===== src/cfar_pkg.sv =====
`default_nettype none

package cfar_pkg;

  localparam int AMP_W      = 16;
  localparam int CHAN_W     = 5;   // up to 32 channels
  localparam int BIN_W      = 11;  // up to 2048 bins
  localparam int DPL_ADDR_W = 16;
  localparam int NUM_ZONES  = 6;

  typedef struct packed {
    logic [AMP_W-1:0] amp;
    logic [AMP_W-1:0] rng_gate;
    logic [AMP_W-1:0] rng_floor;
  } sample_t;

  typedef struct packed {
    logic        peak;
    logic [14:0] floor;
  } dpl_word_t;

  typedef struct packed {
    logic [15:0]       dpl_snr;  // high word
    logic [15:0]       rng_snr;
    logic [15:0]       amp;      // low word
    logic [CHAN_W-1:0] channel;
    logic [BIN_W-1:0]  bin;
  } target_rec_t;

  typedef enum logic [1:0] {
    RD_IDLE,
    RD_LO,
    RD_HI
  } rd_state_e;

  // range zones, first bin of each
  localparam logic [15:0] ZONE_START [NUM_ZONES] = '{
    16'd0, 16'd10, 16'd70, 16'd135, 16'd300, 16'd430
  };

  localparam logic [15:0] DPL_OFFSET [NUM_ZONES] = '{
    16'd1615, 16'd1275, 16'd1020, 16'd935, 16'd8500, 16'd8500
  };

endpackage

`default_nettype wire


===== src/frame_tracker.sv =====
`default_nettype none

module frame_tracker #(
  parameter int NUM_CHANNELS = 32,
  parameter int NUM_BINS     = 2048
) (
  input  logic                            clk,
  input  logic                            rst,
  input  logic                            sample_valid_i,
  input  cfar_pkg::sample_t               sample_i,
  output logic                            trk_valid_o,
  output cfar_pkg::sample_t               trk_sample_o,
  output logic [cfar_pkg::CHAN_W-1:0]     trk_chan_o,
  output logic [cfar_pkg::BIN_W-1:0]      trk_bin_o,
  output logic                            burst_end_o,
  output logic                            frame_end_o,
  output logic                            dpl_rden_o,
  output logic [cfar_pkg::DPL_ADDR_W-1:0] dpl_addr_o
);
  import cfar_pkg::*;

  localparam logic [CHAN_W-1:0] LAST_CHAN = CHAN_W'(NUM_CHANNELS - 1);

  logic              valid_q;
  logic [BIN_W:0]    bin_cnt;   // extra bit catches an overlong burst
  logic [CHAN_W-1:0] chan_cnt;

  assign burst_end_o = valid_q & ~sample_valid_i;  // falling edge

  always_ff @(posedge clk)
  begin
    if (rst)
    begin
      valid_q     <= 1'b0;
      bin_cnt     <= '0;
      chan_cnt    <= '0;
      trk_valid_o <= 1'b0;
      dpl_rden_o  <= 1'b0;
      frame_end_o <= 1'b0;
    end
    else
    begin
      valid_q     <= sample_valid_i;
      trk_valid_o <= sample_valid_i;
      dpl_rden_o  <= sample_valid_i;
      frame_end_o <= burst_end_o && (chan_cnt == LAST_CHAN);
      if (sample_valid_i)
        bin_cnt <= bin_cnt + 1'b1;
      else
        bin_cnt <= '0;
      if (burst_end_o)
        chan_cnt <= (chan_cnt == LAST_CHAN) ? '0 : chan_cnt + 1'b1;
    end
  end

  always_ff @(posedge clk)
  begin
    if (sample_valid_i)
    begin
      trk_sample_o <= sample_i;
      trk_chan_o   <= chan_cnt;
      trk_bin_o    <= bin_cnt[BIN_W-1:0];
      dpl_addr_o   <= DPL_ADDR_W'(bin_cnt * NUM_CHANNELS + chan_cnt);  // bin-major layout
    end
  end

  a_burst_len: assert property (@(posedge clk) disable iff (rst)
    sample_valid_i |-> bin_cnt < NUM_BINS);

endmodule

`default_nettype wire


===== src/range_peak_detect.sv =====
`default_nettype none

module range_peak_detect (
  input  logic                        clk,
  input  logic                        rst,
  input  logic                        trk_valid_i,
  input  cfar_pkg::sample_t           trk_sample_i,
  input  logic [cfar_pkg::CHAN_W-1:0] trk_chan_i,
  input  logic [cfar_pkg::BIN_W-1:0]  trk_bin_i,
  output logic                        ctr_valid_o,
  output cfar_pkg::sample_t           ctr_sample_o,
  output logic [cfar_pkg::CHAN_W-1:0] ctr_chan_o,
  output logic [cfar_pkg::BIN_W-1:0]  ctr_bin_o,
  output logic                        ctr_peak_o
);
  import cfar_pkg::*;

  logic              w0_valid;   // center
  sample_t           w0_sample;
  logic [CHAN_W-1:0] w0_chan;
  logic [BIN_W-1:0]  w0_bin;
  logic              w1_valid;   // previous bin
  logic [AMP_W-1:0]  w1_amp;
  logic              peak_w;

  // gaps between bursts keep neighbors within one burst
  assign peak_w = w0_valid && w1_valid && trk_valid_i
               && (w0_sample.amp > w1_amp)
               && (w0_sample.amp > trk_sample_i.amp);

  always_ff @(posedge clk)
  begin
    if (rst)
    begin
      w0_valid    <= 1'b0;
      w1_valid    <= 1'b0;
      ctr_valid_o <= 1'b0;
      ctr_peak_o  <= 1'b0;
    end
    else
    begin
      w0_valid    <= trk_valid_i;
      w1_valid    <= w0_valid;
      ctr_valid_o <= w0_valid;
      ctr_peak_o  <= peak_w;
    end
  end

  always_ff @(posedge clk)
  begin
    w0_sample    <= trk_sample_i;
    w0_chan      <= trk_chan_i;
    w0_bin       <= trk_bin_i;
    w1_amp       <= w0_sample.amp;
    ctr_sample_o <= w0_sample;  // lines up with the Doppler word
    ctr_chan_o   <= w0_chan;
    ctr_bin_o    <= w0_bin;
  end

endmodule

`default_nettype wire


===== src/target_decide.sv =====
`default_nettype none

module target_decide #(
  parameter int NUM_CHANNELS = 32
) (
  input  logic                        clk,
  input  logic                        rst,
  input  logic                        ctr_valid_i,
  input  cfar_pkg::sample_t           ctr_sample_i,
  input  logic [cfar_pkg::CHAN_W-1:0] ctr_chan_i,
  input  logic [cfar_pkg::BIN_W-1:0]  ctr_bin_i,
  input  logic                        ctr_peak_i,
  input  cfar_pkg::dpl_word_t         dpl_data_i,
  input  logic                        frame_end_i,
  input  logic                        fifo_full_i,
  output logic                        rec_wr_o,
  output cfar_pkg::target_rec_t       rec_o,
  output logic                        frame_done_o,
  output logic [15:0]                 frame_count_o
);
  import cfar_pkg::*;

  localparam logic [CHAN_W-1:0] LAST_CHAN = CHAN_W'(NUM_CHANNELS - 1);

  dpl_word_t        dpl_q;
  logic [AMP_W-1:0] zone_ofs;
  logic [AMP_W:0]   dpl_gate;  // 17 bits, no wrap
  logic             chan_ok;
  logic             target_w;
  logic [2:0]       end_q;
  logic [15:0]      count_q;

  always_comb
  begin
    zone_ofs = DPL_OFFSET[0];
    for (int i = 1; i < NUM_ZONES; i++)
    begin
      if (ctr_bin_i >= ZONE_START[i])
        zone_ofs = DPL_OFFSET[i];
    end
  end

  assign dpl_gate = {2'b00, dpl_q.floor} + {1'b0, zone_ofs};
  assign chan_ok  = (ctr_chan_i != '0) && (ctr_chan_i != LAST_CHAN);  // edge rows excluded

  assign target_w = ctr_valid_i && ctr_peak_i && dpl_q.peak && chan_ok
                 && (ctr_sample_i.amp > ctr_sample_i.rng_gate)
                 && ({1'b0, ctr_sample_i.amp} > dpl_gate);

  // done lands one cycle after the last write can occur
  assign frame_done_o  = end_q[2];
  assign frame_count_o = count_q;

  always_ff @(posedge clk)
  begin
    if (rst)
    begin
      rec_wr_o <= 1'b0;
      end_q    <= '0;
      count_q  <= '0;
    end
    else
    begin
      rec_wr_o <= target_w && !fifo_full_i;  // dropped when full
      end_q    <= {end_q[1:0], frame_end_i};
      if (frame_done_o)
        count_q <= '0;
      else if (rec_wr_o)
        count_q <= count_q + 16'd1;
    end
  end

  always_ff @(posedge clk)
  begin
    dpl_q <= dpl_data_i;
    if (target_w)
    begin
      rec_o.dpl_snr <= ctr_sample_i.amp - {1'b0, dpl_q.floor};
      rec_o.rng_snr <= ctr_sample_i.amp - ctr_sample_i.rng_floor;
      rec_o.amp     <= ctr_sample_i.amp;
      rec_o.channel <= ctr_chan_i;
      rec_o.bin     <= ctr_bin_i;
    end
  end

endmodule

`default_nettype wire


===== src/record_fifo.sv =====
`default_nettype none

module record_fifo #(
  parameter int FIFO_DEPTH = 64
) (
  input  logic                  clk,
  input  logic                  rst,
  input  logic                  wr_i,
  input  cfar_pkg::target_rec_t wr_data_i,
  input  logic                  rd_i,
  output cfar_pkg::target_rec_t rd_data_o,
  output logic                  full_o,
  output logic                  empty_o
);
  import cfar_pkg::*;

  localparam int ADDR_W = (FIFO_DEPTH > 1) ? $clog2(FIFO_DEPTH) : 1;
  localparam logic [ADDR_W-1:0] LAST_PTR = ADDR_W'(FIFO_DEPTH - 1);

  target_rec_t       mem [FIFO_DEPTH];
  logic [ADDR_W-1:0] wr_ptr;
  logic [ADDR_W-1:0] rd_ptr;
  logic [ADDR_W:0]   level;

  assign full_o  = (level == FIFO_DEPTH);
  assign empty_o = (level == '0);

  always_ff @(posedge clk)
  begin
    if (rst)
    begin
      wr_ptr <= '0;
      rd_ptr <= '0;
      level  <= '0;
    end
    else
    begin
      if (wr_i)
        wr_ptr <= (wr_ptr == LAST_PTR) ? '0 : wr_ptr + 1'b1;
      if (rd_i)
        rd_ptr <= (rd_ptr == LAST_PTR) ? '0 : rd_ptr + 1'b1;
      if (wr_i && !rd_i)
        level <= level + 1'b1;
      else if (rd_i && !wr_i)
        level <= level - 1'b1;
    end
  end

  always_ff @(posedge clk)
  begin
    if (wr_i)
      mem[wr_ptr] <= wr_data_i;
    if (rd_i)
      rd_data_o <= mem[rd_ptr];  // valid the cycle after rd
  end

  a_no_overflow: assert property (@(posedge clk) disable iff (rst) wr_i |-> !full_o);
  a_no_underflow: assert property (@(posedge clk) disable iff (rst) rd_i |-> !empty_o);

endmodule

`default_nettype wire


===== src/target_readout.sv =====
`default_nettype none

module target_readout (
  input  logic                  clk,
  input  logic                  rst,
  input  logic                  frame_done_i,
  input  logic [15:0]           frame_count_i,
  input  logic                  empty_i,
  input  cfar_pkg::target_rec_t rd_data_i,
  output logic                  rd_o,
  output logic                  out_tvalid_o,
  output logic [31:0]           out_tdata_o,
  output logic                  out_tlast_o,
  output logic [15:0]           out_tnum_o,
  output logic [15:0]           out_count_o
);
  import cfar_pkg::*;

  rd_state_e   state_q;
  logic [15:0] left_q;   // records not yet finished
  logic        start_w;
  logic        more_w;

  assign start_w = (state_q == RD_IDLE) && frame_done_i
                && (frame_count_i != 16'd0) && !empty_i;
  assign more_w  = (state_q == RD_HI) && (left_q != 16'd1);

  // next record is popped while the high word goes out
  assign rd_o = start_w || (more_w && !empty_i);

  assign out_tvalid_o = (state_q != RD_IDLE);
  assign out_tdata_o  = (state_q == RD_HI) ? rd_data_i[63:32] : rd_data_i[31:0];
  assign out_tlast_o  = (state_q == RD_HI) && (left_q == 16'd1);

  always_ff @(posedge clk)
  begin
    if (rst)
    begin
      state_q     <= RD_IDLE;
      left_q      <= '0;
      out_tnum_o  <= '0;
      out_count_o <= '0;
    end
    else
    begin
      case (state_q)
        RD_IDLE:
        begin
          if (start_w)
          begin
            state_q     <= RD_LO;
            left_q      <= frame_count_i;
            out_tnum_o  <= {frame_count_i[14:0], 1'b0};  // two words each
            out_count_o <= frame_count_i;
          end
        end
        RD_LO:
          state_q <= RD_HI;
        RD_HI:
        begin
          if (out_tlast_o)
          begin
            state_q     <= RD_IDLE;
            out_tnum_o  <= '0;
            out_count_o <= '0;
          end
          else
          begin
            state_q <= RD_LO;
            left_q  <= left_q - 16'd1;
          end
        end
        default:
          state_q <= RD_IDLE;
      endcase
    end
  end

  a_tlast_valid: assert property (@(posedge clk) disable iff (rst)
    out_tlast_o |-> out_tvalid_o);

  // the decision stage counts only records that reached the FIFO
  a_count_matches_fifo: assert property (@(posedge clk) disable iff (rst)
    (frame_done_i && frame_count_i != 16'd0) |-> !empty_i);

endmodule

`default_nettype wire


===== src/cfar_target_top.sv =====
`default_nettype none

module cfar_target_top #(
  parameter int NUM_CHANNELS = 32,
  parameter int NUM_BINS     = 2048,
  parameter int FIFO_DEPTH   = 64
) (
  input  logic                              clk,
  input  logic                              rst,
  input  logic                              sample_valid_i,
  input  cfar_pkg::sample_t                 sample_i,
  input  cfar_pkg::dpl_word_t               dpl_data_i,
  output logic                              dpl_rden_o,
  output logic [cfar_pkg::DPL_ADDR_W-1:0]   dpl_addr_o,
  output logic                              out_tvalid_o,
  output logic [31:0]                       out_tdata_o,
  output logic                              out_tlast_o,
  output logic [15:0]                       out_tnum_o,
  output logic [15:0]                       out_count_o
);
  import cfar_pkg::*;

  logic              trk_valid;
  sample_t           trk_sample;
  logic [CHAN_W-1:0] trk_chan;
  logic [BIN_W-1:0]  trk_bin;
  logic              frame_end;
  logic              ctr_valid;
  sample_t           ctr_sample;
  logic [CHAN_W-1:0] ctr_chan;
  logic [BIN_W-1:0]  ctr_bin;
  logic              ctr_peak;
  logic              rec_wr;
  target_rec_t       rec;
  logic              frame_done;
  logic [15:0]       frame_count;
  logic              rec_rd;
  target_rec_t       rec_rd_data;
  logic              fifo_full;
  logic              fifo_empty;

  frame_tracker #(
    .NUM_CHANNELS (NUM_CHANNELS),
    .NUM_BINS     (NUM_BINS)
  ) u_frame_tracker (
    .clk            (clk),
    .rst            (rst),
    .sample_valid_i (sample_valid_i),
    .sample_i       (sample_i),
    .trk_valid_o    (trk_valid),
    .trk_sample_o   (trk_sample),
    .trk_chan_o     (trk_chan),
    .trk_bin_o      (trk_bin),
    .burst_end_o    (),           // used inside for channel count
    .frame_end_o    (frame_end),
    .dpl_rden_o     (dpl_rden_o),
    .dpl_addr_o     (dpl_addr_o)
  );

  range_peak_detect u_range_peak_detect (
    .clk          (clk),
    .rst          (rst),
    .trk_valid_i  (trk_valid),
    .trk_sample_i (trk_sample),
    .trk_chan_i   (trk_chan),
    .trk_bin_i    (trk_bin),
    .ctr_valid_o  (ctr_valid),
    .ctr_sample_o (ctr_sample),
    .ctr_chan_o   (ctr_chan),
    .ctr_bin_o    (ctr_bin),
    .ctr_peak_o   (ctr_peak)
  );

  target_decide #(
    .NUM_CHANNELS (NUM_CHANNELS)
  ) u_target_decide (
    .clk           (clk),
    .rst           (rst),
    .ctr_valid_i   (ctr_valid),
    .ctr_sample_i  (ctr_sample),
    .ctr_chan_i    (ctr_chan),
    .ctr_bin_i     (ctr_bin),
    .ctr_peak_i    (ctr_peak),
    .dpl_data_i    (dpl_data_i),
    .frame_end_i   (frame_end),
    .fifo_full_i   (fifo_full),
    .rec_wr_o      (rec_wr),
    .rec_o         (rec),
    .frame_done_o  (frame_done),
    .frame_count_o (frame_count)
  );

  record_fifo #(
    .FIFO_DEPTH (FIFO_DEPTH)
  ) u_record_fifo (
    .clk       (clk),
    .rst       (rst),
    .wr_i      (rec_wr),
    .wr_data_i (rec),
    .rd_i      (rec_rd),
    .rd_data_o (rec_rd_data),
    .full_o    (fifo_full),
    .empty_o   (fifo_empty)
  );

  target_readout u_target_readout (
    .clk           (clk),
    .rst           (rst),
    .frame_done_i  (frame_done),
    .frame_count_i (frame_count),
    .empty_i       (fifo_empty),
    .rd_data_i     (rec_rd_data),
    .rd_o          (rec_rd),
    .out_tvalid_o  (out_tvalid_o),
    .out_tdata_o   (out_tdata_o),
    .out_tlast_o   (out_tlast_o),
    .out_tnum_o    (out_tnum_o),
    .out_count_o   (out_count_o)
  );

endmodule

`default_nettype wire


===== config.mk =====
export PLATFORM = sky130hd
export DESIGN_NAME = cfar_target_top
export DESIGN_NICKNAME = d
export VERILOG_FILES = /design/src/cfar_pkg.sv /design/src/frame_tracker.sv /design/src/range_peak_detect.sv /design/src/target_decide.sv /design/src/record_fifo.sv /design/src/target_readout.sv /design/src/cfar_target_top.sv
export SDC_FILE = /design/constraint.sdc
export NUM_CORES = 2
export LEC_CHECK = 0
export BUFFER_PORTS_ARGS = -buffer_cell sky130_fd_sc_hd__buf_2
export CORE_ASPECT_RATIO = 1.2
export CORE_MARGIN = 1
export CORE_UTILIZATION = 63
export DETAILED_ROUTE_END_ITERATION = 8
export HOLD_SLACK_MARGIN = 0.03
export PLACE_DENSITY_LB_ADDON = 0.3
export SYNTH_ARGS = -nofsm -noshare
export SYNTH_HDL_FRONTEND = slang
export SYNTH_HIERARCHICAL = 1
export SYNTH_SLANG_ARGS = --single-unit

===== constraint.sdc =====
create_clock -name clk -period 8.8 [get_ports clk]
set_input_delay 0.44 -clock clk [delete_from_list [all_inputs] [get_ports clk]]
set_output_delay 0.44 -clock clk [all_outputs]
set_load 0.01 [all_outputs]

==> impl_metrics.ini <==
[job]
cap_violations = 0

[power_and_ir_drop]
total_power_mw = 41.7
ir_drop_mv = 0.244
powerDensity_nw_per_um2 = 217
p_leak_nw = 59.7

[placed_design]
dpl.cell_count = 11600
dpl_cell_area_um2 = 178000
gp_congestion = 0.841
pre_cts_ws_ps = 2210
hpwl_mm = 242
numPortBuffers = 148

[finish]
fillCellCount = 15100
fin_area_um2 = 192000
drive_gt1_share_pct = 24.0
multi_input_area_um2 = 36700
ff_latch_area_um2 = 134000
syn_to_final_growth_pct = 11.6
fin_cells = 12500
nNetsFinal = 8725
final_util_pct = 70.9

[worst_setup_path]
cpMaxStageDelayCell = a2111oi_1
cp_top_family = compound AO/OA/AOI/OAI gates
cp_data_arrival_time_ps = 7130
reg2reg_slack_ps = 2240
rr_startpoint = u_range_peak_detect/ctr_bin_o[4]$_DFF_P_
critPathBufInv = 1
crit_type = reg -> reg
max_stage_delay_ps = 970
reg2reg_depth = 18
reg2reg_to = u_target_decide/rec_o[9]$_DFFE_PP_
path_cells = nor3_1 -> nand3b_1 -> a2111oi_1 -> o21ai_1 -> ha_1 -> a211oi_1 -> o21ai_1 -> a211oi_1 -> nor2_1 -> nand3_1 -> xor2_1 -> ha_1 -> nand3_1 -> nor2_1 -> and4_1 -> or4_1 -> nor2b_4 -> buf_4
crit_path_start_kind = flip-flop
cp-end-kind = flip-flop
path_max_fanout = 43
crit_start = u_range_peak_detect/ctr_bin_o[4]$_DFF_P_
critical_path_required_ps = 9370

[cts]
cts_tree = done
clk_latency_ps = 960
cts_made_buffers = 416
clock-sinks = 4526
clk_path_buf_depth = 4
root_buffer = clkbuf_16
cts_setup_buffers = 0
cts.clk_slew.worst_paths_ps = 60
h-tree-depth = 5

[floorplanning]
design.die.area_um2 = 275000
die_h_um = 575
floorplan.rows = 209
num_io_pins = 150
start_util_pct = 63.5
die_x_um = 479
core_um2 = 271000

[timing]
final.setup.worst_slack_ps = 2240
min_period_ps = 6560
hold_slack_ps = 168
fin_crit_sh_pct = 74.6
max_freq_mhz = 152
max_slew_margin_pct = 8.11
final.setup.tns_ps = 0
slew_viol_final = 0
worst_pin_slew_ps = 1380
hold_viol_final = 0
worst_clock_skew_ps = 49.8
rsz0062_at_grt = no
setup_viol = 0

[drt]
wl_per_cell_um = 38.6
drc = 0
ant_nets = 0
drtIter0Drc = 15400
dr.pass1.iters = 8
via_count = 90500
avgViaCountPerCell = 7.26
drt_wl_total_mm = 481

[logic_synthesis]
yosysWarnings = 6
netlist_area_um2 = 172000
syn-num-nets = 8284
syn-mean-instance-area_um2 = 21.3
postSynthCellCount = 8093

[min_path]
hold_start = dpl_data_i[3]
hold_path.class = in -> reg
min_to = u_target_decide/dpl_q[3]$_DFF_P_
min_path_cells = 2

[global_route]
grt_pass1_vias = 91900
grt_pass1_wl_mm = 674
grt_util_all_layers_pct = 35.1
grt_max_degree = 151
grt-ovfl-total = 0
antenna_found_initial = 20

[status]
status = finished, final reports clean
-- placed cells by master (no fill, tap or decap), types with 147 or more instances in the layout --
| cell | instances |
|---|---|
| edfxtp_1 | 4288 |
| mux4_2 | 971 |
| clkbuf_16 | 427 |
| a22oi_1 | 292 |
| a21oi_1 | 263 |
| buf_4 | 257 |
| dfxtp_1 | 232 |
| mux2i_1 | 191 |
| nand2_1 | 177 |
| buf_2 | 147 |
-- repair_timing --
item | 4_1_cts | 5_1_grt
hold endpoints to repair | 78 | 0
gates resized for setup | 0 | 0
hold buffers | 65 | 0
endpoints found under the setup margin | 0 | 0
-- sequential cells by signal, summed over array words and instances (netlist names), 32 cells and up --
name                              cells
u_record_fifo/mem                  4096
u_frame_tracker/trk_sample_o         48
u_range_peak_detect/ctr_sample_o     32
u_target_decide/rec_o                64
u_record_fifo/rd_data_o              64
u_range_peak_detect/w0_sample        48
-- final cells by class --
| cell class | instances | area share, % |
|---|---|---|
| sequential | 4526 | 69.5 |
| multi-input combinational | 3000 | 19.1 |
| clock buffer | 509 | 5.78 |
| tap | 3587 | 2.34 |
| timing repair buffer | 484 | 1.88 |
| clock inverter | 253 | 1.21 |
| inverter | 106 | 0.207 |
| antenna | 9 | 0.0117 |
-- how the worst max path moves through the flow --
stage | end | slack (ps) | cells after the start
after CTS | u_target_decide/rec_o[9]$_DFFE_PP_ | 2190 | 18
after global placement | u_target_decide/rec_o[45]$_DFFE_PP_ | 2180 | 18
after floorplan | u_target_decide/rec_o[0]$_DFFE_PP_ | 1520 | 18
final | u_target_decide/rec_o[9]$_DFFE_PP_ | 2240 | 18
after detailed placement | u_target_decide/rec_o[12]$_DFFE_PP_ | 2210 | 18
after global routing | u_target_decide/rec_o[9]$_DFFE_PP_ | 1650 | 18
-- where the power goes --
group / switching, mW / internal (mW) / total, mW
registers: 0.0507 / 23.3 / 23.3
logic: 0.238 / 0.179 / 0.418
clock network: 7.87 / 10.1 / 18.0
total: 8.16 / 33.6 / 41.7
-- routing by layer --
metal / GRT usage (%) / part of all wire (%) / up-vias
met5: 0 / 0.0077 / -
met2: 54.5 / 47 / 7999
met1: 45.9 / 32 / 46200
met4: 18.0 / 6.1 / 6
li1: - / - / 34700
met3: 9.90 / 15 / 1552
Note: power is estimated with default switching activity, not from simulation.
